[src/verilog/cam_params.svh]
// image geometry and flow-control constants for the camera pipeline
// included by the pixel package and by every module that sizes addresses

`ifndef CAM_PARAMS_SVH
`define CAM_PARAMS_SVH

`define CAM_COLS    80                        // QQVGA / 2
`define CAM_ROWS    60
`define CAM_PXLS    (`CAM_COLS * `CAM_ROWS)   // 4800 pixels per frame
`define CAM_AW      13                        // 2^13 > 4800

// output slots owned by the consumer after reset
`define CAM_CREDITS 4

`endif

[src/verilog/pixel_pkg.sv]
// pixel level types shared by capture, frame buffer and colour processing
// the camera bus bundle, the RGB444 word and the buffer write port

`default_nettype none

`include "cam_params.svh"

package pixel_pkg;

  typedef struct packed {
    logic       pclk;
    logic       vsync;
    logic       href;
    logic [7:0] data;
  } cam_bus_t;  // 11 bits

  typedef struct packed {
    logic [3:0] red;
    logic [3:0] green;
    logic [3:0] blue;
  } rgb444_t;  // 12 bits

  typedef struct packed {
    logic                we;
    logic [`CAM_AW-1:0]  addr;
    rgb444_t             pixel;
  } fb_wr_t;  // 26 bits

endpackage

`default_nettype wire

[src/verilog/ov7670_capture.sv]
// camera capture: pairs OV7670 bytes into RGB444 pixels and writes one frame
// pclk is sampled on clk, so edges come from the registered camera bus
// a frame is armed at a vsync fall only while the scan side is not busy

`timescale 1ns/100ps
`default_nettype none

`include "cam_params.svh"

module ov7670_capture (
  input  logic                clk,
  input  logic                rst_n,
  input  pixel_pkg::cam_bus_t cam,
  input  logic                busy,
  output pixel_pkg::fb_wr_t   fb_wr,
  output logic                frame_done
);

  import pixel_pkg::*;

  cam_bus_t           cam_q;
  logic               pclk_d;
  logic               vsync_d;
  logic               pclk_rise;
  logic               vsync_fall;
  logic               armed;      // frame in progress
  logic               byte_hi;    // next byte is the second of a pair
  logic               byte_take;
  logic               pair_done;
  logic               at_last;
  logic [3:0]         red_q;
  rgb444_t            pix_q;
  logic               wr_we;
  logic [`CAM_AW-1:0] wr_addr;

  assign pclk_rise  = cam_q.pclk & ~pclk_d;
  assign vsync_fall = ~cam_q.vsync & vsync_d;
  assign byte_take  = armed & cam_q.href & pclk_rise;
  assign pair_done  = byte_take & byte_hi;
  assign at_last    = (wr_addr == `CAM_AW'(`CAM_PXLS - 1));

  always_ff @(posedge clk or negedge rst_n) begin
    if (!rst_n) begin
      cam_q      <= '0;
      pclk_d     <= 1'b0;
      vsync_d    <= 1'b0;
      armed      <= 1'b0;
      byte_hi    <= 1'b0;
      wr_we      <= 1'b0;
      wr_addr    <= '0;
      frame_done <= 1'b0;
    end else begin
      cam_q      <= cam;
      pclk_d     <= cam_q.pclk;
      vsync_d    <= cam_q.vsync;
      wr_we      <= pair_done;           // write one cycle after the second byte
      frame_done <= pair_done & at_last;

      if (!cam_q.href) begin
        byte_hi <= 1'b0;                 // every line starts on a first byte
      end else if (byte_take) begin
        byte_hi <= ~byte_hi;
      end

      if (vsync_fall && !busy && !armed) begin
        armed   <= 1'b1;
        wr_addr <= '0;
      end else if (wr_we) begin
        if (at_last) begin
          armed   <= 1'b0;               // frame complete, wait for next vsync
          wr_addr <= '0;
        end else begin
          wr_addr <= wr_addr + 1'b1;
        end
      end
    end
  end

  // byte payload, no reset needed
  always_ff @(posedge clk) begin
    if (byte_take && !byte_hi) begin
      red_q <= cam_q.data[3:0];
    end
    if (pair_done) begin
      pix_q <= '{red: red_q, green: cam_q.data[7:4], blue: cam_q.data[3:0]};
    end
  end

  assign fb_wr = '{we: wr_we, addr: wr_addr, pixel: pix_q};

endmodule

`default_nettype wire

[config.mk]
export PLATFORM = sky130hd
export DESIGN_NAME = ov7670_capture
export DESIGN_NICKNAME = d
export VERILOG_FILES = /design/src/verilog/pixel_pkg.sv /design/src/verilog/ov7670_capture.sv
export VERILOG_INCLUDE_DIRS = /design/src /design/src/verilog
export SDC_FILE = /design/constraint.sdc
export NUM_CORES = 1
export LEC_CHECK = 0
export BUFFER_PORTS_ARGS = -buffer_cell sky130_fd_sc_hd__clkbuf_2
export CORE_MARGIN = 2
export CORE_UTILIZATION = 52
export CTS_CLUSTER_SIZE = 28
export DETAILED_ROUTE_END_ITERATION = 12
export GPL_TIMING_DRIVEN = 0
export PLACE_DENSITY = 0.76
export REMOVE_ABC_BUFFERS = 1
export SLEW_MARGIN = 15
export SYNTH_ARGS = -nofsm -noshare
export SYNTH_HDL_FRONTEND = slang
export SYNTH_SLANG_ARGS = --single-unit
[constraint.sdc]
create_clock -name clk -period 1.6 [get_ports clk]
set_input_delay 0.32 -clock clk [delete_from_list [all_inputs] [get_ports clk]]
set_output_delay 0.32 -clock clk [all_outputs]
set_load 0.05 [all_outputs]
==> flow_summary.json <==
{
  "holdWs_ns": -0.01461,
  "finalHoldViolations": 9,
  "grt_first_pass_wirelength_um": 5313,
  "final_max_slew_viol_count": 0,
  "power_leakage_nw": 0.9868,
  "core_area_mm2": 0.003337,
  "violations": "negative hold slack",
  "die_w_um": 62.97,
  "overflow": 0,
  "final_common_cell": "clkbuf_2",
  "start_kind": "flip-flop",
  "cap_violations": 0,
  "cts_made_buffers": 5,
  "period_needed_ns": 1.517,
  "hp-class": "input port to async pin",
  "cpPeakStageDelay_ns": 0.52,
  "ant_nets": 0,
  "power.density_mw_per_mm2": 1017,
  "routed_wl_um": 3019,
  "arrival_ns": 1.20,
  "cts_root_buf": "clkbuf_4",
  "slew_headroom_pct": 52.47,
  "yosysSeqAreaShare_pct": 68.10,
  "endpoint_kind": "output port",
  "finalPower_mw": 2.224,
  "cts_max_path_buffers": 2,
  "gp_congestion": 0.8217,
  "yosys_warnings": 0,
  "cp-endpoint": "fb_wr[20]",
  "wl_per_cell_um": 14.11,
  "cts_hold_buf": 0,
  "fillers": 258,
  "synth-seq-cells": 46,
  "final_util_pct": 65.54,
  "cts_sinks": 46,
  "pin_count": 41,
  "drc": 0,
  "syn_inst": 119,
  "cp_num_buf_inv": 1,
  "diodes": 0,
  "die_y_um": 62.97,
  "viasPerCell": 5.234,
  "finalSetupTns_ns": 0,
  "io_buffers": 40,
  "dpl_worst_slack_ns": -0.1101,
  "synth.cell_area_mm2": 0.001808,
  "grt_antenna_before_repair": 0,
  "vias": 1120,
  "first_global_vias": 1094,
  "r2r-start": "wr_addr[11]$_DFFE_PN0P_",
  "start_util_pct": 54.18,
  "fmax_mhz": 659.0,
  "path_cells": "clkbuf_2",
  "rows": 21,
  "period_share_pct": 94.84,
  "area_delta_synth_final_pct": 20.97,
  "reg2regPathDepth": 4,
  "cts.htree.levels": 2,
  "reg2reg_to": "wr_addr[0]$_DFFE_PN0P_",
  "cts_tree": "built",
  "grt_max_degree": 31,
  "clock_skew_ns": 0.01790,
  "path_class": "flip-flop to output port",
  "startpoint": "wr_addr[8]$_DFFE_PN0P_",
  "nets": 182,
  "drive_above_1_share_pct": 42.86,
  "regToRegSetupSlack_ns": 0.09,
  "synth_cell_type_count": 34,
  "required_ns": 1.28,
  "dieArea_mm2": 0.003965,
  "setup_viol": 0,
  "power.ir.vdd_worst_uv": 665.0,
  "clkLatencyLatePin_ns": 0.36,
  "track_usage_pct": 17.53,
  "cp_slowest_cell": "dfrtp_1",
  "layout_common_cells": "clkbuf_2, dfrtp_1, edfxtp_1, nor2_1, xor2_1",
  "drt_iter0_drc": 36,
  "crit_fanout": 4,
  "worst_slew_pin_slew_ns": 0.7129,
  "post_synth.cell_area_avg_um2": 15.19,
  "finalWorstSetupSlack_ns": 0.08264,
  "firstDrtPassIters": 4,
  "path_delay_family": "flip-flops",
  "dp_hpwl_um": 2160,
  "cp.depth": 1,
  "outcome": "finished, violations left",
  "path_clk_slew_ns": 0.14
}
==> synth_stat cells <==
library cell	n	area, µm²
and4_2	1	10.01
nand4_2	1	12.51
nand4_1	1	6.260
o211ai_1	2	15.01
dfrtp_1	30	750.7
nor2_1	10	37.54
o21ai_1	4	20.02
xor2_1	10	87.58
inv_1	3	11.26
and2_1	1	6.260
nor4_1	2	12.51
o21bai_1	1	7.510
nor3b_2	1	12.51
buf_2	2	10.01
and4b_4	1	13.76
mux2_1	1	11.26
and3_2	2	15.01
nand2_1	7	26.28
o21bai_4	1	18.77
nand2_2	1	6.260
nor4_2	1	12.51
nor4_4	1	21.27
o31a_1	2	17.52
edfxtp_1	16	480.5
a22o_1	3	26.28
a311oi_2	1	15.01
ha_1	1	12.51
buf_4	2	15.01
o2111ai_1	3	26.28
and3_1	1	6.260
nand3_4	1	17.52
nor4b_4	2	47.55
and4_1	1	8.760
nand3_1	2	10.01
==> state kept, by name, summed over array words and instances, names as in the netlist <==
register,count
armed,1
byte_hi,1
cam_q,11
fb_wr,12
frame_done,1
pclk_d,1
red_q,4
vsync_d,1
wr_addr,13
wr_we,1
==> per-stage QoR <==
stage	cell area, µm²	hold WS, ns	cells
finish	2187	-0.01461	214
global placement	2041	0.3640	201
floorplan	1783	0.02441	115
detailed placement	2041	0.3755	201
CTS	2165	0.004946	213
global route	2187	0.02207	214
==> final cells by class <==
class / instances / area [µm²] / area share [%]
Sequential cell: 46 / 1234 / 56.41
Multi-Input combinational cell: 66 / 561.8 / 25.69
Clock buffer: 6 / 41.29 / 1.888
Timing Repair Buffer: 45 / 240.2 / 10.98
Clock inverter: 2 / 37.54 / 1.716
Tap cell: 46 / 57.56 / 2.632
Inverter: 3 / 15.01 / 0.6865
==> power by group <==
group | internal (mW) | switching, mW | total, mW
clock network | 0.330 | 0.353 | 0.683
logic | 0.0825 | 0.146 | 0.229
registers | 1.28 | 0.0361 | 1.31
==> cell families (layout without fill, tap and decap cells) <==
family          count (synthesis)  in the layout  synth area share [%]
compound gates                 17             17                 8.097
fa+ha+maj                       1              1                0.6919
simple gates                   37             37                 15.64
xor+xnor                       10             10                 4.844
buf+inv                         7             56                 2.007
mux                             1              1                0.6228
flops                          46             46                 68.10
==> how the worst min path moves through the flow <==
stage | start | endpoint | slack [ns] | depth (start not counted)
floorplan | rst_n | armed$_DFFE_PN0P_ | 0.02 | 0
global placement | cam_q[10]$_DFF_PN0_ | pclk_d$_DFF_PN0_ | 0.36 | 0
detailed placement | cam_q[10]$_DFF_PN0_ | pclk_d$_DFF_PN0_ | 0.38 | 0
CTS | rst_n | wr_addr[0]$_DFFE_PN0P_ | 0.005 | 1
global route | rst_n | wr_addr[0]$_DFFE_PN0P_ | 0.02 | 1
finish | rst_n | wr_addr[9]$_DFFE_PN0P_ | -0.01 | 1
==> routing by layer <==
layer	vias to the layer above	routed length (µm)	GRT usage (%)
met5	-	0	0
met3	5	173	5.946
met1	543	1283	21.58
li1	532	-	-
met4	0	37	5.833
met2	40	1524	28.99
==> what timing repair did <==
action	CTS	global route
pin swaps	2	3
gates resized for setup	3	7
buffers inserted	4	1
setup endpoints to repair	14	23
hold endpoints to repair	0	0
Note: power is estimated with default switching activity, not from simulation.
