[config.mk]
export PLATFORM = sky130hd
export DESIGN_NAME = scan_ctrl
export DESIGN_NICKNAME = d
export VERILOG_FILES = /design/src/verilog/pixel_pkg.sv /design/src/verilog/proc_pkg.sv /design/src/verilog/scan_ctrl.sv
export VERILOG_INCLUDE_DIRS = /design/src /design/src/verilog
export SDC_FILE = /design/constraint.sdc
export NUM_CORES = 1
export LEC_CHECK = 0
export BUFFER_PORTS_ARGS = -buffer_cell sky130_fd_sc_hd__buf_2
export CORE_AREA = 3 3 40 42
export CTS_CLUSTER_SIZE = 12
export DETAILED_ROUTE_END_ITERATION = 16
export DIE_AREA = 0 0 43 45
export PLACE_DENSITY_LB_ADDON = 0.1
export SYNTH_ARGS = -nofsm -noshare
export SYNTH_HDL_FRONTEND = slang
export SYNTH_SLANG_ARGS = --single-unit
[constraint.sdc]
create_clock -name clk -period 2.35 [get_ports clk]
set_input_delay 0.3525 -clock clk [delete_from_list [all_inputs] [get_ports clk]]
set_output_delay 0.3525 -clock clk [all_outputs]
set_load 0.02 [all_outputs]
[src/verilog/cam_params.svh]
// image geometry and flow-control constants for the camera pipeline
// included by the pixel package and by every module that sizes addresses

`ifndef CAM_PARAMS_SVH
`define CAM_PARAMS_SVH

`define CAM_COLS    80                        // QQVGA / 2
`define CAM_ROWS    60
`define CAM_PXLS    (`CAM_COLS * `CAM_ROWS)   // 4800 pixels per frame
`define CAM_AW      13                        // 2^13 > 4800

// output slots owned by the consumer after reset
`define CAM_CREDITS 4

`endif

[src/verilog/pixel_pkg.sv]
// pixel level types shared by capture, frame buffer and colour processing
// the camera bus bundle, the RGB444 word and the buffer write port

`default_nettype none

`include "cam_params.svh"

package pixel_pkg;

  typedef struct packed {
    logic       pclk;
    logic       vsync;
    logic       href;
    logic [7:0] data;
  } cam_bus_t;  // 11 bits

  typedef struct packed {
    logic [3:0] red;
    logic [3:0] green;
    logic [3:0] blue;
  } rgb444_t;  // 12 bits

  typedef struct packed {
    logic                we;
    logic [`CAM_AW-1:0]  addr;
    rgb444_t             pixel;
  } fb_wr_t;  // 26 bits

endpackage

`default_nettype wire

[src/verilog/proc_pkg.sv]
// processing control types for the scan and colour stages
// operation select, scan FSM states and the credit-controlled output stream
// the stream carries an RGB444 word from the pixel package

`default_nettype none

package proc_pkg;

  // colour operation applied to every pixel of a scan
  typedef enum logic [1:0] {
    OP_PASS   = 2'd0,
    OP_GRAY   = 2'd1,
    OP_INVERT = 2'd2,
    OP_THRESH = 2'd3
  } proc_op_e;

  // scan controller states
  typedef enum logic [1:0] {
    S_IDLE  = 2'd0,
    S_SCAN  = 2'd1,  // issuing reads while credits last
    S_DRAIN = 2'd2   // all reads issued, waiting for the last beat
  } scan_state_e;

  // one output beat, no ready: consumer must take every valid beat
  typedef struct packed {
    logic               valid;
    logic               last;   // final pixel of the frame
    pixel_pkg::rgb444_t pixel;
  } pxl_stream_t;  // 14 bits

endpackage

`default_nettype wire

[src/verilog/scan_ctrl.sv]
// scan FSM: reads the captured frame out under credit flow control
// starts the cycle after frame_done, issues one read per cycle while credits
// remain, then drains until the last beat has left the colour stage

`timescale 1ns/100ps
`default_nettype none

`include "cam_params.svh"

module scan_ctrl (
  input  logic               clk,
  input  logic               rst_n,
  input  logic               frame_done,
  input  proc_pkg::proc_op_e op,
  input  logic               credit_ret,
  input  logic               cnt_last,
  output logic               rd_en,
  output logic               cnt_clear,
  output logic               pix_valid,
  output logic               pix_last,
  output proc_pkg::proc_op_e op_hold,
  output logic               busy
);

  import proc_pkg::*;

  scan_state_e state;
  scan_state_e state_nxt;
  logic [2:0]  credits;   // 0 .. CAM_CREDITS
  logic        last_out;  // in step with pxl_out.last

  assign busy      = (state != S_IDLE);
  assign rd_en     = (state == S_SCAN) && (credits != 3'd0);
  assign cnt_clear = (state == S_IDLE) && frame_done;

  always_comb begin
    state_nxt = state;
    case (state)
      S_IDLE: begin
        if (frame_done) begin
          state_nxt = S_SCAN;
        end
      end
      S_SCAN: begin
        if (rd_en && cnt_last) begin
          state_nxt = S_DRAIN;
        end
      end
      S_DRAIN: begin
        if (last_out) begin
          state_nxt = S_IDLE;
        end
      end
      default: state_nxt = S_IDLE;
    endcase
  end

  always_ff @(posedge clk or negedge rst_n) begin
    if (!rst_n) begin
      state     <= S_IDLE;
      credits   <= 3'(`CAM_CREDITS);
      op_hold   <= OP_PASS;
      pix_valid <= 1'b0;
      pix_last  <= 1'b0;
      last_out  <= 1'b0;
    end else begin
      state     <= state_nxt;
      credits   <= credits - {2'b00, rd_en} + {2'b00, credit_ret};
      pix_valid <= rd_en;              // buffer data valid next cycle
      pix_last  <= rd_en & cnt_last;
      last_out  <= pix_last;           // colour stage register
      if (cnt_clear) begin
        op_hold <= op;                 // held for the whole scan
      end
    end
  end

endmodule

`default_nettype wire

==> metrics <==
CTS tree yes; NumNets Final 61; post-synthesis compound-gate area fraction just over 6%; post-layout instance area ~560 um^2; RSZ-0062 raised after global routing no; antenna fix cells 0; Longest Clk Path Bufs 2; Max VDD drop between 0.0006 and 0.0007 V; switching power ~0.00033 W; area leader, netlist dfrtp_1; DPL Wire Length between 500 and 600 um; Worst Min Path Start credit_ret; H-tree lvl count 1; Period minus WS final around 1.9 ns; die height between 40 and 50 um; Final Hold Violating Endpoints 0; Yosys reg bits 10; Gate Count Post-Synth 33; placed cell areas about 530 um^2; arrival time worst endpoint roughly 2.0 ns; Seq pwr share 38.1%; crit path launch type flip-flop; crit-path max FO 4; WL final roughly 700 um; maximum number of pins on one net before global-route repair 11; most common cell after layout, fill and taps aside buf_2; f_max around 540 MHz; via/cell ratio about 4.3; share of cells above drive strength 1 about 49%; Final Cycle Share 79.30%; fin cells between 60 and 70; CTS-repair resized insts 0; post-CTS setup buffers 0; Netlist cell types 20; proportion of synthesized chip area in sequential cells between 50% and 60%; Total Routing Usage GR 9.528%; yosys warns 0; Port Buffers 13; first-pass GRT wire length between 1000 and 1500 um; multi-input logic area 176.4 um^2; switching part of the total power roughly two fifths; crit end category flip-flop; Clock Sinks 10; Worst R2R Start state[1]$_DFFE_PN0P_; Final ANT Viol Nets 0; Worst slew margin 85.08%; Final Setup Violations 0; global placement routability congestion approximately 0.68; Die ar. between 0.0015 and 0.002 mm^2; initial antenna violation count 0; Required @ worst endpoint 2.53 ns; row count 13; status completed; critical path class flip-flop to flip-flop; Num CTS Buffers 3; Slew Limit Fails 0; setup slack, reg-to-reg between 0.4 and 0.5 ns; multiplexer share of the synthesized area 5.085%; Initial Util 34.47%; cells on worst reg2reg path 8; clock share of power between 10% and 20%; DR pass1 iterations 2; largest family of logic cells by synthesized area simple AND/OR/NAND/NOR gates; placed cells 61; vias in the first global route approximately 330; Place WS 0.4984 ns; Hold WC Path Type primary input to flip-flop; Syn-to-layout area delta 27.12%; Syn Area/Cell ~13 um^2; Synth area leaders dfrtp_1 51%, dfstp_2 5.9%, mux2_2 5.1%; Post-CTS Hold Buffers 1; Tot Pwr roughly 0.00085 W; pwr/cell area 1506 mW/mm^2; Register Area approximately 250 um^2; DRC Markers 0; Synthesized Nets between 40 and 50; hold path depth 2; Leak ~0.29 nW; max-cap viol count 0; final setup margin between 0.4 and 0.5 ns; # fillers between 100 and 150; Netlist Area Pre-Place approximately 440 um^2; Comb power frac between 40% and 50%; Setup Skew ~0.0030 ns; adder-cell area share of the yosys netlist between 7 and 8%; initial drt markers 5; via count 286; die width approximately 43 um; gr ovfl total 0; CTS root buffer clkbuf_4; core area 0.001285 mm^2; Simple-Gate Fraction of Synth Area between 10% and 20%; worst slew pin tran approximately 0.22 ns; Sum Neg Setup Slack 0 ns; WL per Instance around 11 um; hold path endpoint credits[0]$_DFF_PN0_; worst-skew pair later-pin latency about 0.26 ns; worst r2r dst credits[2]$_DFF_PN1_; post-synth top area share about 51%; IO Pins 14; cell internal pwr between 0.0005 and 0.0006 W; most frequent cells in the layout 13 x buf_2, 9 x dfrtp_1, 3 x inv_1, 3 x clkbuf_4; clock-pin transition on the worst setup and hold timing paths 0.06 ns; XOR/XNOR Fraction of Synth Area slightly below 4%
-- flip-flops by register name, indices dropped and copies added, names as in the netlist --
| register | count |
|---|---|
| last_out | 1 |
| pix_last | 1 |
| pix_valid | 1 |
| op_hold | 2 |
| credits | 3 |
| state | 2 |
-- area by class of cell --
type / instances / share of cell area [%]
multi-input cells: 19 / 31.33
well taps: 15 / 3.333
flip-flops and latches: 10 / 44.67
repair buffers: 14 / 13.33
inverters: 4 / 2.667
clock buffers: 4 / 4.667
-- cell usage after synthesis --
master    n
nor2_1    2
o21ai_0   1
nand2_1   1
or2_4     1
mux2_2    2
dfstp_2   1
xnor2_1   2
ha_1      1
a21o_1    1
nand2b_4  1
nor2_4    1
and2_1    1
or3_4     1
inv_1     3
nor3b_1   1
nand2b_1  1
fa_1      1
a311oi_2  1
inv_2     1
dfrtp_1   9
-- power groups by stage --
| stage | logic (W) | registers (W) | clock network (W) |
|---|---|---|---|
| after floorplan | 0.000274 | 0.000355 | 0 |
| after global routing | 0.000452 | 0.000337 | 0.000134 |
| after CTS | 0.000418 | 0.000325 | 0.000125 |
| after detailed placement | 0.000416 | 0.000327 | 0 |
| after global placement | 0.000403 | 0.000320 | 0 |
| final | 0.000407 | 0.000323 | 0.000118 |
-- per-layer routing --
| metal | wire length, um | track usage (%) | up-vias |
|---|---|---|---|
| met5 | 0 | 0 | - |
| li1 | - | - | 141 |
| met2 | 358 | 16.17 | 10 |
| met3 | 73 | 2.789 | 0 |
| met1 | 288 | 10.75 | 135 |
| met4 | 0 | 5.422 | 0 |
-- metrics by stage --
stage,util [%],hold slack (ns)
final,43.82,0.3214
after detailed placement,40.99,0.2247
after floorplan,-,0.05691
after CTS,43.82,0.3137
after global placement,40.99,0.2174
after global routing,43.82,0.3168
-- worst max path at each step --
stage	start	to	slack, ns	cells past startpoint
floorplan	credits[2]$_DFF_PN1_	credits[2]$_DFF_PN1_	0.58	8
global placement	credits[2]$_DFF_PN1_	credits[2]$_DFF_PN1_	0.52	8
detailed placement	credits[2]$_DFF_PN1_	credits[2]$_DFF_PN1_	0.50	8
CTS	state[1]$_DFFE_PN0P_	credits[2]$_DFF_PN1_	0.46	8
global route	state[1]$_DFFE_PN0P_	credits[2]$_DFF_PN1_	0.37	8
finish	state[1]$_DFFE_PN0P_	credits[2]$_DFF_PN1_	0.49	8
-- worst max-delay path, stage by stage (launching register included) --
cell and delay (ns):
dfrtp_1 0.41, nand2b_1 0.18, nand2b_4 0.16, o21ai_0 0.15, ha_1 0.17, inv_1 0.05, fa_1 0.37, xnor2_1 0.17
xnor2_1 0.14
-- cell families after synthesis --
kind of cell	count (synthesis)
adder cells (fa/ha/maj)	2
multiplexers	2
XOR/XNOR	2
AND/OR/NAND/NOR	10
AO/OA/AOI/OAI	3
flip-flops	10
buffers and inverters	4
No activity file was read; power rests on OpenSTA's default activity.
