===== src/verilog/cam_params.svh =====
// image geometry and flow-control constants for the camera pipeline
// included by the pixel package and by every module that sizes addresses

`ifndef CAM_PARAMS_SVH
`define CAM_PARAMS_SVH

`define CAM_COLS    80                        // QQVGA / 2
`define CAM_ROWS    60
`define CAM_PXLS    (`CAM_COLS * `CAM_ROWS)   // 4800 pixels per frame
`define CAM_AW      13                        // 2^13 > 4800

// output slots owned by the consumer after reset
`define CAM_CREDITS 4

`endif


===== src/verilog/pxl_counter.sv =====
// scan address counter for frame buffer reads
// cleared at scan start, steps on each issued read, flags the final pixel

`timescale 1ns/100ps
`default_nettype none

`include "cam_params.svh"

module pxl_counter (
  input  logic               clk,
  input  logic               rst_n,
  input  logic               clear,
  input  logic               step,
  output logic [`CAM_AW-1:0] addr,
  output logic               last
);

  assign last = (addr == `CAM_AW'(`CAM_PXLS - 1));

  always_ff @(posedge clk or negedge rst_n) begin
    if (!rst_n) begin
      addr <= '0;
    end else if (clear) begin
      addr <= '0;
    end else if (step) begin
      if (last) begin
        addr <= '0;  // wrap after the final read
      end else begin
        addr <= addr + 1'b1;
      end
    end
  end

endmodule

`default_nettype wire


===== config.mk =====
export PLATFORM = sky130hd
export DESIGN_NAME = pxl_counter
export DESIGN_NICKNAME = d
export VERILOG_FILES = /design/src/verilog/pxl_counter.sv
export VERILOG_INCLUDE_DIRS = /design/src /design/src/verilog
export SDC_FILE = /design/constraint.sdc
export NUM_CORES = 1
export LEC_CHECK = 0
export BUFFER_PORTS_ARGS = -buffer_cell sky130_fd_sc_hd__buf_2
export CELL_PAD_IN_SITES_DETAIL_PLACEMENT = 0
export CELL_PAD_IN_SITES_GLOBAL_PLACEMENT = 1
export CORE_MARGIN = 2
export CORE_UTILIZATION = 44
export CTS_BUF_LIST = sky130_fd_sc_hd__clkbuf_4
export DETAILED_ROUTE_END_ITERATION = 8
export PLACE_DENSITY = 0.95
export SLEW_MARGIN = 10
export SYNTH_ARGS = -nofsm -noshare
export SYNTH_HDL_FRONTEND = slang
export SYNTH_SLANG_ARGS = --single-unit
export TNS_END_PERCENT = 50

===== constraint.sdc =====
create_clock -name clk -period 4.19 [get_ports clk]
set_clock_uncertainty 0.15 [all_clocks]
set_input_delay 1.0475 -clock clk [delete_from_list [all_inputs] [get_ports clk]]
set_output_delay 1.0475 -clock clk [all_outputs]
set_load 0.01 [all_outputs]

==> results of run 1 <==
-- power breakdown --
group          total, mW  switching, mW  internal [mW]
Sequential         0.129        0.00235          0.127
Combinational     0.0146        0.00983        0.00477
Clock             0.0829         0.0395         0.0434
Total              0.227         0.0516          0.175
-- cell usage in the layout, fill, tap and decap left out --
master,synthesis,final
nor4b_1,1,1
nand2b_1,1,1
xor2_1,3,3
and2b_1,1,1
a22o_2,1,1
nor2_1,10,10
ha_1,1,1
o21ai_0,1,1
buf_2,0,17
nand4bb_1,1,1
nand3_1,4,4
a21o_2,1,1
nor2_2,1,1
nand4_1,3,3
nor3_1,2,2
nor4_4,1,1
or3b_1,1,1
a211oi_1,3,3
dfrtp_1,13,13
o31ai_1,4,4
a21o_1,3,3
a221o_1,1,1
or4_1,3,3
xnor2_1,4,4
nand2_1,6,6
o2111ai_1,2,2
clkbuf_4,0,4
nor4_1,1,1
-- layout make-up --
cell class                 count  area, um2  share of cell area [%]
multi-input combinational     60        408                    47.0
sequential                    13        325                    37.5
timing repair buffer          17       85.1                    9.80
clock buffer                   4       30.0                    3.46
tap                           16       20.0                    2.31
-- cells by family (layout without fill, tap and decap cells) --
group                    count (synthesis)  in the layout  share of synthesized area [%]
AO/OA/AOI/OAI                           16             16                           17.2
adder cells (fa/ha/maj)                  1              1                           1.71
flip-flops                              13             13                           44.4
XOR/XNOR                                 7              7                           8.36
AND/OR/NAND/NOR                         36             36                           28.3
buffers and inverters                    0             21                              0
-- routing by layer --
layer	vias to the layer above	track usage (%)	wire [um]
li1	326	-	-
met1	318	25.6	787
met2	15	29.3	700
met3	5	4.80	57
met4	0	10.6	43
met5	-	0	0
-- path summary, 6_finish.rpt --
check | start | endpoint | slack (ns) | depth (start not counted)
max | addr[0] | last | 1.16 | 4
min | addr[0] | addr[0] | 0.43 | 1
max reg2reg | addr[0] | addr[12] | 2.20 | 5
min reg2reg | addr[0] | addr[0] | 0.43 | 1
max in group asynchronous | rst_n | addr[3] | 3.18 | 1
min in group asynchronous | rst_n | addr[11] | 0.49 | 1
-- stage by stage --
stage / util, % / instances / setup WS [ns] / area (um2) / hold WS, ns
after floorplan: - / 73 / 1.69 / 733 / 0.430
after global placement: 54.4 / 106 / 1.51 / 838 / 0.400
after CTS: 56.3 / 110 / 1.15 / 868 / 0.433
final: 56.3 / 110 / 1.16 / 868 / 0.428
after detailed placement: 54.4 / 106 / 1.45 / 838 / 0.414
after global routing: 56.3 / 110 / 0.980 / 868 / 0.476
==> results.py, run 1 <==
metrics = {
    "status": {
        "outcome": "finished clean",
    },
    "floorplan": {
        "core-area_um2": 1540,
        "die_w_um": 44.8,
        "initial_core_util_pct": 47.6,
        "die_area_um2": 2010,
        "rows": 14,
        "die_h_um": 44.8,
        "ios": 18,
    },
    "clock_network": {
        "cts_hold_buffers": 0,
        "cts_buffers": 3,
        "postCtsSetupRepairBufs": 0,
        "post_cts_resized": 0,
        "cts.path.max_buffers": 2,
        "cts_root_buffer": "clkbuf_4",
        "clkTransAtPathRegs_ns": 0.07,
        "cts.sinks": 13,
        "cts_max_level": 1,
        "tritoncts": "built",
        "clk_latency_ns": 0.28,
    },
    "worst_setup_path": {
        "path_class": "reg2out",
        "worst-path-max-fanout": 8,
        "required_ns": 2.99,
        "endpoint_kind": "primary output",
        "slowest_stage": "nor4_4",
        "cp.arrival_ns": 1.83,
        "path_cells": "ha_1, nand2_1, nor4_4, buf_2",
        "critical-path-top-delay-family": "simple AND/OR/NAND/NOR gates",
        "startpoint_type": "flop",
        "crit_buf_inv": 1,
        "cp_slowest_stage_delay_ns": 0.51,
    },
    "placed_design": {
        "gp_congestion": 0.800,
        "hpwl_mm": 1.20,
        "port_buffers": 17,
    },
    "global_route": {
        "grt.overflow.total": 0,
        "antenna_found_initial": 0,
        "grt_pass1_wl_mm": 2.73,
        "grt.total_usage_pct": 19.4,
        "grt_max_degree": 14,
        "grt_pass1_vias": 590,
    },
    "drt": {
        "wirelength_mm": 1.59,
        "vias": 664,
        "wl_per_cell_um": 14.4,
        "drc_errors": 0,
        "drtIter0Drc": 21,
        "ant_nets": 0,
        "viasPerCell": 6.04,
        "drt-pass1-iter-count": 4,
    },
    "sta": {
        "setup_tns_ns": 0,
        "worst_slew_pin_slew_ns": 0.494,
        "hold_viol_final": 0,
        "max_freq_mhz": 331,
        "setup_viol": 0,
        "rsz0062_at_grt": "no",
        "finalMaxSlewViolations": 0,
        "period_minus_slack_ns": 3.03,
        "slew_headroom_pct": 66.9,
        "fin_crit_sh_pct": 72.2,
    },
    "cells_and_area": {
        "drive_above_1_share_pct": 26.6,
        "max_flop_register": "addr",
        "final_nets": 100,
        "top_regs": "addr (13)",
        "largest_reg_flops": 13,
        "syn2layout_area_growth_pct": 18.4,
        "insertedDiodeCount": 0,
        "fill_cells": 150,
    },
    "synthesis": {
        "ys_seq_elements": 13,
        "synth_seq_area_share_pct": 44.4,
        "syn-cell-area_um2": 733,
        "synth_cell_types": 26,
        "yosysTopAreaCell": "dfrtp_1",
        "ys_top_cells_by_count": "dfrtp_1 (13), nor2_1 (10), nand2_1 (6)",
        "synth_edf_count": 0,
        "yosysMostFrequentCell": "dfrtp_1",
        "synth_nets": 78,
        "ys_top_cells_by_area": "dfrtp_1 (44%), nor2_1 (5.1%), xnor2_1 (4.8%)",
        "async_flop_share_pct": 100,
        "synth_top_area_share_pct": 44.4,
        "syn-instance-count": 73,
        "syn_area_per_cell_um2": 10.0,
        "ys_warn_count": 0,
        "synth_ff_type": "dfrtp_1",
    },
    "power": {
        "p_leak_nw": 0.415,
        "power_density_nw_per_um2": 261,
        "ir_drop_mv": 0.224,
        "p_total_uw": 227,
    },
    "hold_path": {
        "hp-class": "reg2reg",
    },
    "job": {
        "drv_cap": 0,
    },
}
(Power assumes the default switching activity.)
==> run 2: changes to the inputs <==
- ABC_AREA: not set -> 1
- CORE_UTILIZATION: 44 -> 39
- PLACE_DENSITY: 0.95 -> 0.92
- clock period: 4.19 -> 3.1 ns (I/O delays scaled with it)
==> run 2 against run 1 <==
Compared with the run above:
- combinational power grew 74%
- critical path depth grew 2
- area after synthesis grew 17%
- worst setup slack lost 0.51 ns
- global-route usage shrank 2.9 points
- wire length grew 20%
- core utilization shrank 7.2 points
- die area grew 29%
- critical endpoint unchanged
- sequential share of layout area shrank 4.7 points
- non-clock buffer count is the same
==> results.py, run 2 <==
metrics = {
    "sta": {
        "hold_viol_final": 0,
        "max_freq_mhz": 409,
        "setup_tns_ns": 0,
        "fin_crit_sh_pct": 78.8,
        "rsz0062_at_grt": "no",
        "period_minus_slack_ns": 2.44,
        "setup_viol": 0,
        "worst_slew_pin_slew_ns": 0.495,
        "finalMaxSlewViolations": 0,
        "slew_headroom_pct": 67.0,
    },
    "global_route": {
        "grt_pass1_wl_mm": 3.21,
        "grt.overflow.total": 0,
        "grt_pass1_vias": 751,
        "grt.total_usage_pct": 16.5,
        "grt_max_degree": 14,
        "antenna_found_initial": 0,
    },
    "cells_and_area": {
        "syn2layout_area_growth_pct": 15.9,
        "largest_reg_flops": 13,
        "top_regs": "addr (13)",
        "max_flop_register": "addr",
        "final_nets": 146,
        "insertedDiodeCount": 0,
        "final_cell_mix": "nand2_1 (39), buf_2 (17), dfrtp_1 (13), inv_1 (12), nor2_1 (10)",
        "final_common_cell": "nand2_1",
        "drive_above_1_share_pct": 25.7,
    },
    "synthesis": {
        "syn-instance-count": 121,
        "async_flop_share_pct": 100,
        "ys_seq_elements": 13,
        "synth_cell_types": 24,
        "ys_warn_count": 0,
        "synth_edf_count": 0,
        "synth_nets": 126,
        "syn_area_per_cell_um2": 7.08,
        "ys_top_cells_by_area": "dfrtp_1 (38%), nand2_1 (17%), nand3_1 (5.3%)",
        "synth_top_area_share_pct": 38.0,
        "synth_ff_type": "dfrtp_1",
        "yosysTopAreaCell": "dfrtp_1",
        "yosysMostFrequentCell": "nand2_1",
        "ys_top_cells_by_count": "nand2_1 (39), dfrtp_1 (13), inv_1 (12)",
        "synth_seq_area_share_pct": 38.0,
        "syn-cell-area_um2": 857,
    },
    "drt": {
        "ant_nets": 0,
        "drtIter0Drc": 19,
        "drc_errors": 0,
        "vias": 822,
        "wl_per_cell_um": 11.4,
        "viasPerCell": 4.92,
        "drt-pass1-iter-count": 4,
        "wirelength_mm": 1.90,
    },
    "worst_setup_path": {
        "path_cells": "ha_1, nand3_2, nor2_4, nand3_4, inv_1, buf_2",
        "path_depth": 6,
        "required_ns": 2.17,
        "ff2ff_path_depth": 8,
        "startpoint_type": "flop",
        "slowest_stage": "dfrtp_1",
        "endpoint_kind": "primary output",
        "cp.arrival_ns": 1.52,
        "critical-path-top-delay-family": "flip-flops",
        "cp_slowest_stage_delay_ns": 0.43,
        "path_class": "reg2out",
        "worst-path-max-fanout": 6,
        "crit_buf_inv": 2,
        "r2r_slack_ns": 1.52,
    },
    "clock_network": {
        "cts_max_level": 1,
        "clk_latency_ns": 0.27,
        "postCtsSetupRepairBufs": 0,
        "cts_hold_buffers": 0,
        "cts_root_buffer": "clkbuf_4",
        "clkTransAtPathRegs_ns": 0.08,
        "post_cts_resized": 0,
        "cts_buffers": 3,
        "tritoncts": "built",
        "cts.path.max_buffers": 2,
        "cts.sinks": 13,
    },
    "floorplan": {
        "die_area_um2": 2590,
        "rows": 16,
        "die_w_um": 50.9,
        "core-area_um2": 2020,
        "initial_core_util_pct": 42.4,
        "ios": 18,
        "die_h_um": 50.9,
    },
    "job": {
        "drv_cap": 0,
    },
    "power": {
        "p_leak_nw": 0.473,
        "power_density_nw_per_um2": 306,
        "ir_drop_mv": 0.161,
        "p_total_uw": 304,
    },
    "hold_path": {
        "hp-class": "in2async",
    },
    "placed_design": {
        "hpwl_mm": 1.50,
        "gp_congestion": 0.835,
        "port_buffers": 17,
    },
    "status": {
        "outcome": "finished clean",
    },
}
-- run 2: cell count changes after synthesis, sizes merged, moves of 4 or more --
cell   previous run  this run
nand2             6        42
inv               0        14
nand3             4        11
a21oi             0         6
nor2             11        16
o21ai             1         6
a21o              4         0
xnor2             4         0
-- run 2: kinds of logic (layout without fill, tap and decap cells) --
family	Yosys count	count (layout)	synth area share [%]
and+or+nand+nor	75	75	41.8
buffers and inverters	16	35	7.30
AOI/OAI and AO/OA	15	15	10.5
DFF	13	13	38.0
adders and majority gates	1	1	1.46
xor gates and xnor gates	1	1	1.02
-- run 2: layout make-up --
cell class,instances,area (um2)
Fill cell,218,1030
Tap cell,27,33.8
Sequential cell,13,325
Inverter,14,52.6
Multi-Input combinational cell,92,469
Clock buffer,3,22.5
Clock inverter,1,5.00
Timing Repair Buffer,17,85.1
-- run 2: final timing paths --
path                          start        to
setup / recovery            addr[0]      last
hold / removal                rst_n   addr[7]
setup reg to reg            addr[0]  addr[10]
hold reg to reg            addr[12]  addr[12]
max in group asynchronous     rst_n  addr[11]
min in group clk           addr[12]  addr[12]
-- run 2: routing by layer --
layer | vias up | wire length (um) | GRT usage, %
met2 | 16 | 874 | 26.5
met5 | - | 0 | 0
li1 | 430 | - | -
met3 | 2 | 89 | 2.92
met1 | 374 | 921 | 21.7
met4 | 0 | 13 | 7.66
-- run 2: per-stage QoR --
stage	hold slack (ns)	instances	setup WS (ns)	utilization [%]	instance area [um2]
floorplan	0.329	121	1.06	-	857
global placement	0.386	163	1.01	47.8	966
detailed placement	0.399	163	0.965	47.8	966
CTS	0.222	167	0.645	49.1	993
global route	0.237	167	0.542	49.1	993
finish	0.221	167	0.658	49.1	993
-- run 2: power by group --
group	internal (mW)	total, mW	switching, mW
sequential	0.172	0.175	0.00342
clock	0.0478	0.103	0.0554
combinational	0.00705	0.0254	0.0183
-- run 2: worst register-to-register path, stage by stage (launching register included) --
cell	delay (ns)
dfrtp_1	0.43
ha_1	0.23
nand3_2	0.14
nor2_4	0.16
nand3_4	0.11
nand2_4	0.11
inv_2	0.06
nand2_1	0.05
nand2_1	0.04
==> run 3: changes to the inputs <==
- clock period: 3.1 -> 2.5 ns (I/O delays scaled with it)
==> run 3 against run 2 <==
Compared with the run above:
- combinational power is 31% higher
- final area grew 0.76%
- via count rose by 1.1%
- critical path depth is the same
- core utilization up 0.37 points
- sequential cell count unchanged
- cell count increased by 0.60%
- die area stayed put
- largest cell class unchanged
- largest power group unchanged
==> results.py, run 3 (same netlist as run 2, synthesis figures left out) <==
metrics = {
    "cells_and_area": {
        "final_common_cell": "nand2_1",
        "fill_cells": 211,
        "fin_area_um2": 1000,
        "insertedDiodeCount": 0,
        "syn2layout_area_growth_pct": 16.8,
        "final_cells": 168,
        "max_flop_register": "addr",
        "drive_above_1_share_pct": 26.2,
        "final_nets": 147,
        "top_regs": "addr (13)",
        "final_cell_mix": "nand2_1 (39), buf_2 (17), dfrtp_1 (13), inv_1 (12), nor2_1 (10)",
        "largest_reg_flops": 13,
    },
    "global_route": {
        "grt.total_usage_pct": 16.7,
        "antenna_found_initial": 0,
        "grt_pass1_vias": 712,
        "grt.overflow.total": 0,
        "grt_max_degree": 14,
        "grt_pass1_wl_mm": 3.26,
    },
    "sta": {
        "period_minus_slack_ns": 2.30,
        "rsz0062_at_grt": "no",
        "setup_tns_ns": 0,
        "worst_slew_pin_slew_ns": 0.410,
        "max_freq_mhz": 435,
        "worst_slack_ns": 0.202,
        "finalMaxSlewViolations": 0,
        "fin_crit_sh_pct": 91.9,
        "setup_viol": 0,
        "hold_viol_final": 0,
        "slew_headroom_pct": 72.6,
    },
    "clock_network": {
        "clkTransAtPathRegs_ns": 0.09,
        "cts_buffers": 3,
        "post_cts_resized": 0,
        "cts_root_buffer": "clkbuf_4",
        "tritoncts": "built",
        "clk_latency_ns": 0.28,
        "cts.path.max_buffers": 2,
        "postCtsSetupRepairBufs": 0,
        "cts_max_level": 1,
        "cts_hold_buffers": 0,
        "cts.sinks": 13,
    },
    "floorplan": {
        "rows": 16,
        "die_w_um": 50.9,
        "die_h_um": 50.9,
        "core-area_um2": 2020,
        "die_area_um2": 2590,
        "initial_core_util_pct": 42.4,
        "ios": 18,
    },
    "drt": {
        "drc_errors": 0,
        "drtIter0Drc": 26,
        "wl_per_cell_um": 11.6,
        "vias": 831,
        "wirelength_mm": 1.95,
        "viasPerCell": 4.95,
        "drt-pass1-iter-count": 5,
        "ant_nets": 0,
    },
    "worst_setup_path": {
        "cp.arrival_ns": 1.52,
        "startpoint_type": "flop",
        "slowest_stage": "dfrtp_1",
        "required_ns": 1.73,
        "critical-path-top-delay-family": "flip-flops",
        "endpoint_kind": "primary output",
        "path_class": "reg2out",
        "cp_slowest_stage_delay_ns": 0.43,
        "path_cells": "ha_1, nand3_2, nor2_4, nand3_4, inv_1, buf_2",
        "worst-path-max-fanout": 6,
        "crit_buf_inv": 2,
    },
    "hold_path": {
        "hp-class": "in2async",
    },
    "power": {
        "power_density_nw_per_um2": 384,
        "ir_drop_mv": 0.246,
        "p_total_uw": 384,
        "p_leak_nw": 0.478,
    },
    "status": {
        "outcome": "finished clean",
    },
    "placed_design": {
        "gp_congestion": 0.852,
        "port_buffers": 17,
        "dp_cells": 164,
        "hpwl_mm": 1.54,
        "place_area_um2": 973,
        "dp_slack_ns": 0.515,
    },
    "job": {
        "drv_cap": 0,
    },
}
-- run 3: cell count changes in the layout (fill, tap and decap cells not counted) --
cell,change
buf_4,+1
-- run 3: area by class of cell --
type	instances	area (um2)	share of cell area (%)
clock inverter	1	5.00	0.500
multi-input combinational	92	469	46.9
tap	27	33.8	3.38
inverter	14	52.6	5.25
clock buffer	3	22.5	2.25
timing repair buffer	18	92.6	9.25
sequential	13	325	32.5
-- run 3: routing by layer --
layer	GRT usage, %	vias to the layer above	share of wire [%]
met5	0	-	0
met4	6.31	0	2.7
met3	2.92	6	4.4
met2	24.6	27	45
met1	24.6	370	48
li1	-	428	-
-- run 3: path summary, 6_finish.rpt --
path | start | to | slack (ns) | cells past startpoint
worst max-delay path | addr[0] | last | 0.20 | 6
max in group asynchronous | rst_n | addr[11] | 1.89 | 1
worst min register to register | addr[1] | addr[1] | 0.43 | 2
worst min-delay path | rst_n | addr[7] | 0.06 | 1
min in group clk | addr[1] | addr[1] | 0.43 | 2
worst max register to register | addr[0] | addr[12] | 0.92 | 8
-- run 3: where the power goes --
group          internal [mW]  switching [mW]  total [mW]
combinational        0.00972          0.0234      0.0332
sequential             0.213         0.00419       0.217
clock                 0.0593          0.0745       0.134
total                  0.282           0.102       0.384
-- run 3: through the flow --
step           util, %  hold WS [ns]
2_1_floorplan        -         0.179
3_3_place_gp      48.1         0.378
3_5_place_dp      48.1         0.387
4_1_cts           49.5        0.0783
5_1_grt           49.5        0.0813
6_report          49.5        0.0636
-- run 3: worst register-to-register path, cell delays in order (launching register included) --
cell     delay (ns)
dfrtp_1        0.43
ha_1           0.23
nand3_2        0.13
nor2_4         0.16
nand3_4        0.11
nand2_4        0.10
inv_2          0.06
nand2_1        0.05
nand2_1        0.05
