**config.mk**
```make
export PLATFORM = sky130hd
export DESIGN_NAME = color_proc
export DESIGN_NICKNAME = d
export VERILOG_FILES = /design/src/verilog/pixel_pkg.sv /design/src/verilog/proc_pkg.sv /design/src/verilog/color_proc.sv
export VERILOG_INCLUDE_DIRS = /design/src /design/src/verilog
export SDC_FILE = /design/constraint.sdc
export NUM_CORES = 1
export LEC_CHECK = 0
export BUFFER_PORTS_ARGS = -buffer_cell sky130_fd_sc_hd__buf_4
export CORE_UTILIZATION = 51
export CTS_BUF_LIST = sky130_fd_sc_hd__clkbuf_8 sky130_fd_sc_hd__clkbuf_16
export DETAILED_ROUTE_END_ITERATION = 10
export PLACE_DENSITY = 0.9
export SYNTH_ARGS = -nofsm -noshare
export SYNTH_HDL_FRONTEND = slang
export SYNTH_SLANG_ARGS = --single-unit
```
**constraint.sdc**
```tcl
create_clock -name clk -period 1.3 [get_ports clk]
set_clock_uncertainty 0.15 [all_clocks]
set_input_delay 0.13 -clock clk [delete_from_list [all_inputs] [get_ports clk]]
set_output_delay 0.13 -clock clk [all_outputs]
set_load 0.02 [all_outputs]
```
**src/verilog/cam_params.svh**
```systemverilog
// image geometry and flow-control constants for the camera pipeline
// included by the pixel package and by every module that sizes addresses

`ifndef CAM_PARAMS_SVH
`define CAM_PARAMS_SVH

`define CAM_COLS    80                        // QQVGA / 2
`define CAM_ROWS    60
`define CAM_PXLS    (`CAM_COLS * `CAM_ROWS)   // 4800 pixels per frame
`define CAM_AW      13                        // 2^13 > 4800

// output slots owned by the consumer after reset
`define CAM_CREDITS 4

`endif

```
**src/verilog/pixel_pkg.sv**
```systemverilog
// pixel level types shared by capture, frame buffer and colour processing
// the camera bus bundle, the RGB444 word and the buffer write port

`default_nettype none

`include "cam_params.svh"

package pixel_pkg;

  typedef struct packed {
    logic       pclk;
    logic       vsync;
    logic       href;
    logic [7:0] data;
  } cam_bus_t;  // 11 bits

  typedef struct packed {
    logic [3:0] red;
    logic [3:0] green;
    logic [3:0] blue;
  } rgb444_t;  // 12 bits

  typedef struct packed {
    logic                we;
    logic [`CAM_AW-1:0]  addr;
    rgb444_t             pixel;
  } fb_wr_t;  // 26 bits

endpackage

`default_nettype wire

```
**src/verilog/proc_pkg.sv**
```systemverilog
// processing control types for the scan and colour stages
// operation select, scan FSM states and the credit-controlled output stream
// the stream carries an RGB444 word from the pixel package

`default_nettype none

package proc_pkg;

  // colour operation applied to every pixel of a scan
  typedef enum logic [1:0] {
    OP_PASS   = 2'd0,
    OP_GRAY   = 2'd1,
    OP_INVERT = 2'd2,
    OP_THRESH = 2'd3
  } proc_op_e;

  // scan controller states
  typedef enum logic [1:0] {
    S_IDLE  = 2'd0,
    S_SCAN  = 2'd1,  // issuing reads while credits last
    S_DRAIN = 2'd2   // all reads issued, waiting for the last beat
  } scan_state_e;

  // one output beat, no ready: consumer must take every valid beat
  typedef struct packed {
    logic               valid;
    logic               last;   // final pixel of the frame
    pixel_pkg::rgb444_t pixel;
  } pxl_stream_t;  // 14 bits

endpackage

`default_nettype wire

```
**src/verilog/color_proc.sv**
```systemverilog
// colour stage: applies the selected operation to each buffer pixel
// result is registered into the output stream, valid two cycles after rd_en

`timescale 1ns/100ps
`default_nettype none

module color_proc (
  input  logic                  clk,
  input  logic                  rst_n,
  input  logic                  pix_valid,
  input  logic                  pix_last,
  input  proc_pkg::proc_op_e    op_hold,
  input  pixel_pkg::rgb444_t    pixel,
  output proc_pkg::pxl_stream_t pxl_out
);

  import pixel_pkg::*;
  import proc_pkg::*;

  logic [5:0] luma_sum;  // r + 2g + b, max 60
  logic [3:0] luma;
  rgb444_t    pix_nxt;
  rgb444_t    pix_q;
  logic       valid_q;
  logic       last_q;

  assign luma_sum = {2'b00, pixel.red} + {1'b0, pixel.green, 1'b0} + {2'b00, pixel.blue};
  assign luma     = luma_sum[5:2];  // divide by 4, truncated

  always_comb begin
    case (op_hold)
      OP_GRAY:   pix_nxt = '{red: luma, green: luma, blue: luma};
      OP_INVERT: pix_nxt = '{red:   4'd15 - pixel.red,
                            green: 4'd15 - pixel.green,
                            blue:  4'd15 - pixel.blue};
      OP_THRESH: pix_nxt = luma[3] ? 12'hfff : 12'h000;  // luma >= 8
      default:   pix_nxt = pixel;
    endcase
  end

  always_ff @(posedge clk or negedge rst_n) begin
    if (!rst_n) begin
      valid_q <= 1'b0;
      last_q  <= 1'b0;
    end else begin
      valid_q <= pix_valid;
      last_q  <= pix_valid & pix_last;
    end
  end

  always_ff @(posedge clk) begin
    if (pix_valid) begin
      pix_q <= pix_nxt;
    end
  end

  assign pxl_out = '{valid: valid_q, last: last_q, pixel: pix_q};

endmodule

`default_nettype wire

```
==> flow_summary.json, run 1 <==
{
  "status": "finished, violations left",
  "violations": "design-rule violations, negative setup slack",
  "rsz0062_at_grt": "yes",
  "totalWireLength_mm": 2.48,
  "die_x_um": 43.5,
  "cts_sinks": 14,
  "drt_iter0_drc": 48,
  "start_util_pct": 56.3,
  "grt_first_pass_wirelength_mm": 3.39,
  "routed-via-count": 810,
  "synth_seq_area_share_pct": 46.8,
  "die_area_um2": 1890,
  "root_buffer": "clkbuf_8",
  "core_um2": 1560,
  "synth_compound_area_share_pct": 12.0,
  "clk_pin_slew_worst_paths_ns": 0.05,
  "hold_violations": 0,
  "setup_viol_count_final": 12,
  "synth_area_um2": 877,
  "dp_slack_ns": -1.11,
  "synth_nets": 101,
  "wl_per_cell_um": 16.9,
  "io_pins": 32,
  "min_period_ns": 2.23,
  "power.density_nw_per_um2": 1110,
  "arrival_ns": 2.05,
  "cp-start-kind": "input port",
  "critical_path_class": "input port to register",
  "relSlewSlack_pct": 76.2,
  "synthAdderAreaFrac_pct": 13.4,
  "grt_use_total_pct": 25.8,
  "required_ns": 1.12,
  "synth_top_family_by_area": "XOR/XNOR gates",
  "placedInstanceArea_um2": 1240,
  "grt_max_degree": 15,
  "die_h_um": 43.5,
  "power_w": 0.00154,
  "timing.fmax_ghz": 0.448,
  "cts_buffers": 3,
  "utilization_pct": 89.3,
  "finish.instance_area_um2": 1390,
  "peakVddDrop_uv": 613,
  "rows": 14,
  "synth_xor_area_share_pct": 14.0,
  "ys_types": 23,
  "first_global_vias": 772,
  "ctsHtreeMaxLevel": 1,
  "setup.worst_path.end_class": "register",
  "post-dp-hpwl_mm": 1.54,
  "final_common_cell": "buf_4",
  "maxCapViolations": 0,
  "avgSynthCellArea_um2": 11.5,
  "timing.final.ws_setup_ns": -0.930,
  "final_cell_mix": "52 x buf_4, 13 x xnor2_1, 12 x edfxtp_1",
  "antennaDiodeCount": 0,
  "finalMaxSlewViolations": 0,
  "worst-path-max-fanout": 3,
  "gp_congestion": 0.842,
  "antenna_found_initial": 0,
  "synth-simple-area-share_pct": 8.13,
  "worstMarginPinSlew_ns": 0.354,
  "p_leak_nw": 0.605,
  "syn_inst": 76,
  "final_nets": 158,
  "numPortBuffers": 31,
  "synth_warnings": 0,
  "cts_tree": "done",
  "vias_per_cell": 5.51,
  "period_share_pct": 172,
  "ys_ff_latch": 14,
  "muxShareOfSynthArea_pct": 0,
  "areaGrowthSynthToFinish_pct": 58.8,
  "drive_gt1_share_pct": 56.5,
  "overflow": 0,
  "hold_ws_ns": 0.0665,
  "ant_nets": 0,
  "drtPass1Iterations": 7,
  "drc": 4,
  "clk_path_buf_depth": 2,
  "hold_path_class": "input port to async pin"
}
-- synth_stat cells --
master,number,area [um^2]
nor3b_2,1,12.5
xnor2_1,13,114
nor2_1,7,26.3
o31ai_2,1,12.5
dfrtp_1,2,50.1
buf_2,1,5.00
nand2b_1,1,6.26
o21ai_1,3,15.0
and2_1,1,6.26
edfxtp_1,12,360
a21oi_1,3,15.0
xor2_1,1,8.76
nor2b_1,1,6.26
nand2_1,2,7.51
fa_1,4,80.1
or2_2,1,6.26
ha_1,3,37.5
buf_6,1,11.3
a211oi_2,1,12.5
clkbuf_1,1,3.75
buf_4,2,15.0
o21ai_0,10,50.1
inv_1,4,15.0
-- final cells by class --
| type | count | area (um^2) |
|---|---|---|
| multi-input cells | 53 | 452 |
| repair buffers | 57 | 447 |
| flip-flops and latches | 14 | 410 |
| fillers | 66 | 166 |
| clock buffers | 3 | 41.3 |
| inverters | 4 | 22.5 |
| well taps | 16 | 20.0 |
-- worst max-delay path: stages --
cell and delay, ns:
buf_8 0.09, inv_8 0.03, fa_1 0.57, nor2_2 0.05
fa_2 0.40, a211oi_2 0.29, nor3b_2 0.11, buf_4 0.18
nor2_2 0.10, o21ai_1 0.10
-- flip-flops by register name, summed over array words and instances, names as in the netlist --
| signal | count |
|---|---|
| last_q | 1 |
| valid_q | 1 |
| pxl_out | 12 |
-- path summary, 6_finish.rpt --
check	endpoint	startpoint	slack (ns)
max	pxl_out[10]	pixel[9]	-0.93
min in group clk	pxl_out[7]	op_hold[0]	0.12
min	last_q	rst_n	0.07
max in group asynchronous	valid_q	rst_n	0.85
-- report_power, final --
part | internal (W) | switching (W) | total [W]
Sequential | 0.000564 | 0.0000164 | 0.000580
Clock | 0.000204 | 0.000133 | 0.000337
Combinational | 0.000303 | 0.000322 | 0.000626
-- logic make-up (layout without fill, tap and decap cells) --
group,count (synthesis),in the layout
flops,14,14
simple gates,14,14
compound gates,18,18
fa+ha+maj,7,7
xor+xnor,14,14
buf+inv,9,64
-- what timing repair did --
item,CTS,global route
gates resized for setup,6,10
endpoints found under the setup margin,12,12
hold endpoints to repair,4,0
hold buffers,3,0
setup buffers,3,2
pin swaps,7,7
-- metal layers --
metal	global-route usage, %	up-vias	share of wire (%)
met2	49.7	55	57
met4	13.8	0	2.2
li1	-	366	-
met5	0	-	0
met3	3.75	6	7.0
met1	26.3	383	34
-- through the flow --
stage | TNS (ns) | cells
3_5_place_dp | -12.62 | 136
4_1_cts | -7.69 | 145
2_1_floorplan | -9.37 | 76
6_report | -10.00 | 147
3_3_place_gp | -11.69 | 136
5_1_grt | -10.40 | 147
(Power assumes the default switching activity.)
==> inputs of run 2 (changes only) <==
Settings changed: HOLD_SLACK_MARGIN set to 0.15.
==> run 2 against run 1 <==
  * The flow still finishes with violations (design-rule violations, negative setup slack)
  * Power is 1.2% higher
  * Die area unchanged
  * Cell area increased by 1.4%
  * Largest cell class is now non-clock buffers
==> flow_summary.json, run 2 (same netlist as run 1, synthesis figures left out) <==
{
  "gp_congestion": 0.842,
  "overflow": 0,
  "intPower_w": 0.00107,
  "whs_endpoint": "pxl_out[8]",
  "final_nets": 160,
  "rsz0062_at_grt": "yes",
  "timing.fmax_ghz": 0.442,
  "required_ns": 1.12,
  "numPortBuffers": 31,
  "cts_sinks": 14,
  "totalWireLength_mm": 2.79,
  "crit_slowest_cell": "fa_1",
  "final_cell_mix": "52 x buf_4, 13 x xnor2_1, 12 x edfxtp_1",
  "clkPwrFrac_pct": 21.7,
  "cp_top_family": "adder cells",
  "cts_tree": "done",
  "die_x_um": 43.5,
  "grt_max_degree": 15,
  "grt_use_total_pct": 26.2,
  "setup_viol_count_final": 12,
  "cts_buffers": 3,
  "grt_first_pass_wirelength_mm": 3.44,
  "timing.final.ws_setup_ns": -0.964,
  "crit_buf_inv": 2,
  "vias_per_cell": 5.82,
  "first_global_vias": 779,
  "power.share.combinational_pct": 41.2,
  "drc": 4,
  "finalMaxSlewViolations": 0,
  "start_util_pct": 56.3,
  "dp_slack_ns": -1.11,
  "peakVddDrop_uv": 642,
  "final_common_cell": "buf_4",
  "antenna_found_initial": 0,
  "worst-path-max-fanout": 3,
  "hold_violations": 0,
  "core_um2": 1560,
  "die_area_um2": 1890,
  "max_stage_delay_ns": 0.56,
  "path_cells": "buf_8 > inv_8 > fa_1 > nor2_2 > fa_2 > a211oi_2 > nor3b_2 > a21oi_2 > o21ai_1",
  "ctsHtreeMaxLevel": 1,
  "period_share_pct": 174,
  "antennaDiodeCount": 0,
  "ant_nets": 0,
  "final.setup.tns_ns": -10.60,
  "routed-via-count": 867,
  "drive_gt1_share_pct": 55.6,
  "power.density_nw_per_um2": 1100,
  "p_leak_nw": 0.613,
  "hold_depth": 4,
  "clk_pin_slew_worst_paths_ns": 0.05,
  "cp-start-kind": "input port",
  "status": "finished, violations left",
  "wl_per_cell_um": 18.7,
  "hp-start": "pixel[8]",
  "maxCapViolations": 0,
  "root_buffer": "clkbuf_8",
  "clk_path_buf_depth": 2,
  "rows": 14,
  "drt_iter0_drc": 53,
  "power_frac_seq_pct": 37.1,
  "drtPass1Iterations": 7,
  "utilization_pct": 90.6,
  "violations": "design-rule violations, negative setup slack",
  "setup.worst_path.end_class": "register",
  "p_sw_share_pct": 31.2,
  "io_pins": 32,
  "areaGrowthSynthToFinish_pct": 61.1,
  "post-dp-hpwl_mm": 1.54,
  "arrival_ns": 2.08,
  "largest_reg_flops": 12,
  "power.switching_w": 0.000487,
  "critical_path_class": "input port to register",
  "hold_path_class": "input port to register",
  "min_period_ns": 2.26,
  "worstMarginPinSlew_ns": 0.362,
  "die_h_um": 43.5,
  "relSlewSlack_pct": 75.7
}
-- run 2: cell count changes in the layout (fill, tap and decap cells not counted) --
cell,before,now
dlygate4sd3_1,3,5
-- run 2: worst max-delay path by stage --
stage,startpoint,end,slack (ns),cells after the start
after CTS,pixel[1],pxl_out[2],-0.74,10
after global placement,pixel[9],pxl_out[0],-1.03,9
after global routing,pixel[9],pxl_out[5],-0.99,9
after floorplan,pixel[9],pxl_out[0],-0.84,8
final,pixel[9],pxl_out[5],-0.96,9
after detailed placement,pixel[9],pxl_out[0],-1.11,9
-- run 2: layer usage --
layer  share of wire (%)  vias up  GRT usage, %
met5                   0        -             0
met4                 4.0        0          13.1
met3                 5.1       15          3.75
met2                  56       49          50.3
met1                  35      432          27.4
li1                    -      371             -
-- run 2: final cells by class --
type | count | area, um^2
clock buffers | 3 | 41.3
fillers | 64 | 146
inverters | 4 | 22.5
multi-input cells | 53 | 452
flip-flops and latches | 14 | 410
well taps | 16 | 20.0
repair buffers | 59 | 467
-- run 2: per-stage QoR --
stage | total power [W] | cell area [um^2] | cells | hold WS, ns
floorplan | 0.000876 | 890 | 76 | -0.316
global route | 0.00161 | 1410 | 149 | 0.215
global placement | 0.00108 | 1240 | 136 | -0.238
detailed placement | 0.00111 | 1240 | 136 | -0.236
finish | 0.00156 | 1410 | 149 | 0.206
CTS | 0.00149 | 1370 | 147 | 0.200
-- run 2: repair_timing --
item | in CTS | in global routing
gates resized for setup | 6 | 10
setup endpoints to repair | 12 | 12
hold buffers | 5 | 0
setup buffers | 3 | 2
hold endpoints to repair | 19 | 0
pin swaps | 7 | 7
-- run 2: power by group through the flow --
stage	combinational [W]	sequential, W	clock [W]
final	0.000643	0.000580	0.000339
after global routing	0.000669	0.000585	0.000358
after CTS	0.000566	0.000581	0.000343
after detailed placement	0.000525	0.000589	0
after global placement	0.000497	0.000586	0
after floorplan	0.000217	0.000659	0
==> inputs of run 3 (changes only) <==
Settings changed: RECOVER_POWER set to 25.
==> run 3 against run 2 <==
  * The run still ends with design-rule violations, negative setup slack left
  * Clock power barely moved
  * Sequential power about the same
  * Combinational power is 3.3% lower
  * Non-clock buffer count stayed put
  * Count of clock-buffer cells in the layout stayed put
  * First-iteration DRC count is 5.7% higher
  * Core utilization fell by 1.6 points
  * Final cell count did not move
  * Power fell by 1.5%
  * Routed wire length is 1.4% lower
  * Critical endpoint unchanged
  * Largest cell class is now multi-input combinational cells
==> flow_summary.json, run 3 (same netlist as run 1, synthesis figures left out) <==
{
  "rows": 14,
  "drt_iter0_drc": 56,
  "root_buffer": "clkbuf_8",
  "dp_slack_ns": -1.11,
  "period_share_pct": 174,
  "first_global_vias": 779,
  "io_pins": 32,
  "die_h_um": 43.5,
  "timing.fmax_ghz": 0.443,
  "hold_ws_ns": 0.204,
  "max_stage_delay_ns": 0.56,
  "grt_use_met1_pct": 27.4,
  "worst-path-max-fanout": 3,
  "status": "finished, violations left",
  "cts_buffers": 3,
  "clk_pin_slew_worst_paths_ns": 0.05,
  "grt_use_total_pct": 26.2,
  "rsz0062_at_grt": "yes",
  "hold_path_class": "input port to register",
  "gp_congestion": 0.842,
  "routed-via-count": 839,
  "final_nets": 160,
  "totalWireLength_mm": 2.75,
  "clk_path_buf_depth": 2,
  "areaGrowthSynthToFinish_pct": 58.2,
  "drtPass1Iterations": 7,
  "core_um2": 1560,
  "post-dp-hpwl_mm": 1.54,
  "p_leak_nw": 0.591,
  "grt_util_met3_pct": 3.75,
  "drive_gt1_share_pct": 51.1,
  "grt_use_met2_pct": 50.3,
  "ctsHtreeMaxLevel": 1,
  "hold_violations": 0,
  "timing.final.ws_setup_ns": -0.959,
  "fillers": 77,
  "final_common_cell": "buf_4",
  "start_util_pct": 56.3,
  "vias_per_cell": 5.63,
  "required_ns": 1.12,
  "grt_max_degree": 15,
  "peakVddDrop_uv": 640,
  "antenna_found_initial": 0,
  "largest_reg_flops": 12,
  "wl_per_cell_um": 18.4,
  "drc": 4,
  "placedInstanceArea_um2": 1240,
  "final_cell_mix": "45 x buf_4, 13 x xnor2_1, 12 x edfxtp_1",
  "min_period_ns": 2.26,
  "finalMaxSlewViolations": 0,
  "worstMarginPinSlew_ns": 0.363,
  "grt_first_pass_wirelength_mm": 3.44,
  "die_area_um2": 1890,
  "violations": "design-rule violations, negative setup slack",
  "ant_nets": 0,
  "finish.instance_area_um2": 1390,
  "cts_tree": "done",
  "power.density_nw_per_um2": 1110,
  "path_cells": "buf_8 > inv_8 > fa_1 > nor2_2 > fa_2 > a211oi_2 > nor3b_2 > a21oi_2 > o21ai_1",
  "numPortBuffers": 31,
  "setup_viol_count_final": 12,
  "relSlewSlack_pct": 75.6,
  "overflow": 0,
  "critical_path_class": "input port to register",
  "crit_slowest_cell": "fa_1",
  "maxCapViolations": 0,
  "arrival_ns": 2.08,
  "cts_sinks": 14,
  "antennaDiodeCount": 0,
  "setup.worst_path.end_class": "register",
  "die_x_um": 43.5,
  "cp-start-kind": "input port",
  "final.setup.tns_ns": -10.55,
  "grt.busiest_layer": "met2"
}
==> run 3: cell count changes in the layout (fill, tap and decap cells not counted) <==
cell and change:
buf_4 -7, clkbuf_1 +6, clkbuf_2 +1
==> run 3: timing repair <==
item / in CTS / in global routing
pin swaps: 7 / 7
setup endpoints to repair: 12 / 12
gates resized for setup: 6 / 10
hold buffers: 5 / 0
buffers inserted: 3 / 2
hold endpoints to repair: 19 / 0
==> run 3: final cells by class <==
| class | count | area [um^2] | share of cell area, % |
|---|---|---|---|
| repair buffers | 59 | 442 | 31.8 |
| flip-flops and latches | 14 | 410 | 29.6 |
| clock buffers | 3 | 41.3 | 2.98 |
| multi-input cells | 53 | 452 | 32.6 |
| well taps | 16 | 20.0 | 1.44 |
| inverters | 4 | 22.5 | 1.62 |
==> run 3: metrics by stage <==
step	power, W	util [%]	std cells
global placement	0.00108	79.7	136
floorplan	0.000876	-	76
CTS	0.00149	87.9	147
finish	0.00154	89.0	149
global route	0.00159	89.0	149
detailed placement	0.00111	79.7	136
==> run 3: power by group <==
part | switching [W] | internal (W) | total (W)
Sequential | 0.0000152 | 0.000564 | 0.000579
Combinational | 0.000334 | 0.000288 | 0.000622
Clock | 0.000132 | 0.000204 | 0.000336
Total | 0.000481 | 0.00106 | 0.00154
==> run 3: path summary, 6_finish.rpt <==
| path | from | endpoint | cells past startpoint |
|---|---|---|---|
| worst max-delay path | pixel[9] | pxl_out[5] | 9 |
| worst min-delay path | pixel[8] | pxl_out[8] | 4 |
| max in group asynchronous | rst_n | last_q | 3 |
| min in group asynchronous | rst_n | valid_q | 3 |
==> run 3: layer usage <==
layer	routed length, um	up-vias
li1	-	371
met1	916	397
met2	1510	58
met3	205	13
met4	112	0
met5	0	-
==> run 3: worst max-delay path, delay by kind of cell <==
kind	cells	cell delay (ns)
buf+inv	2	0.12
compound gates	3	0.70
simple gates	2	0.18
fa+ha+maj	2	0.95
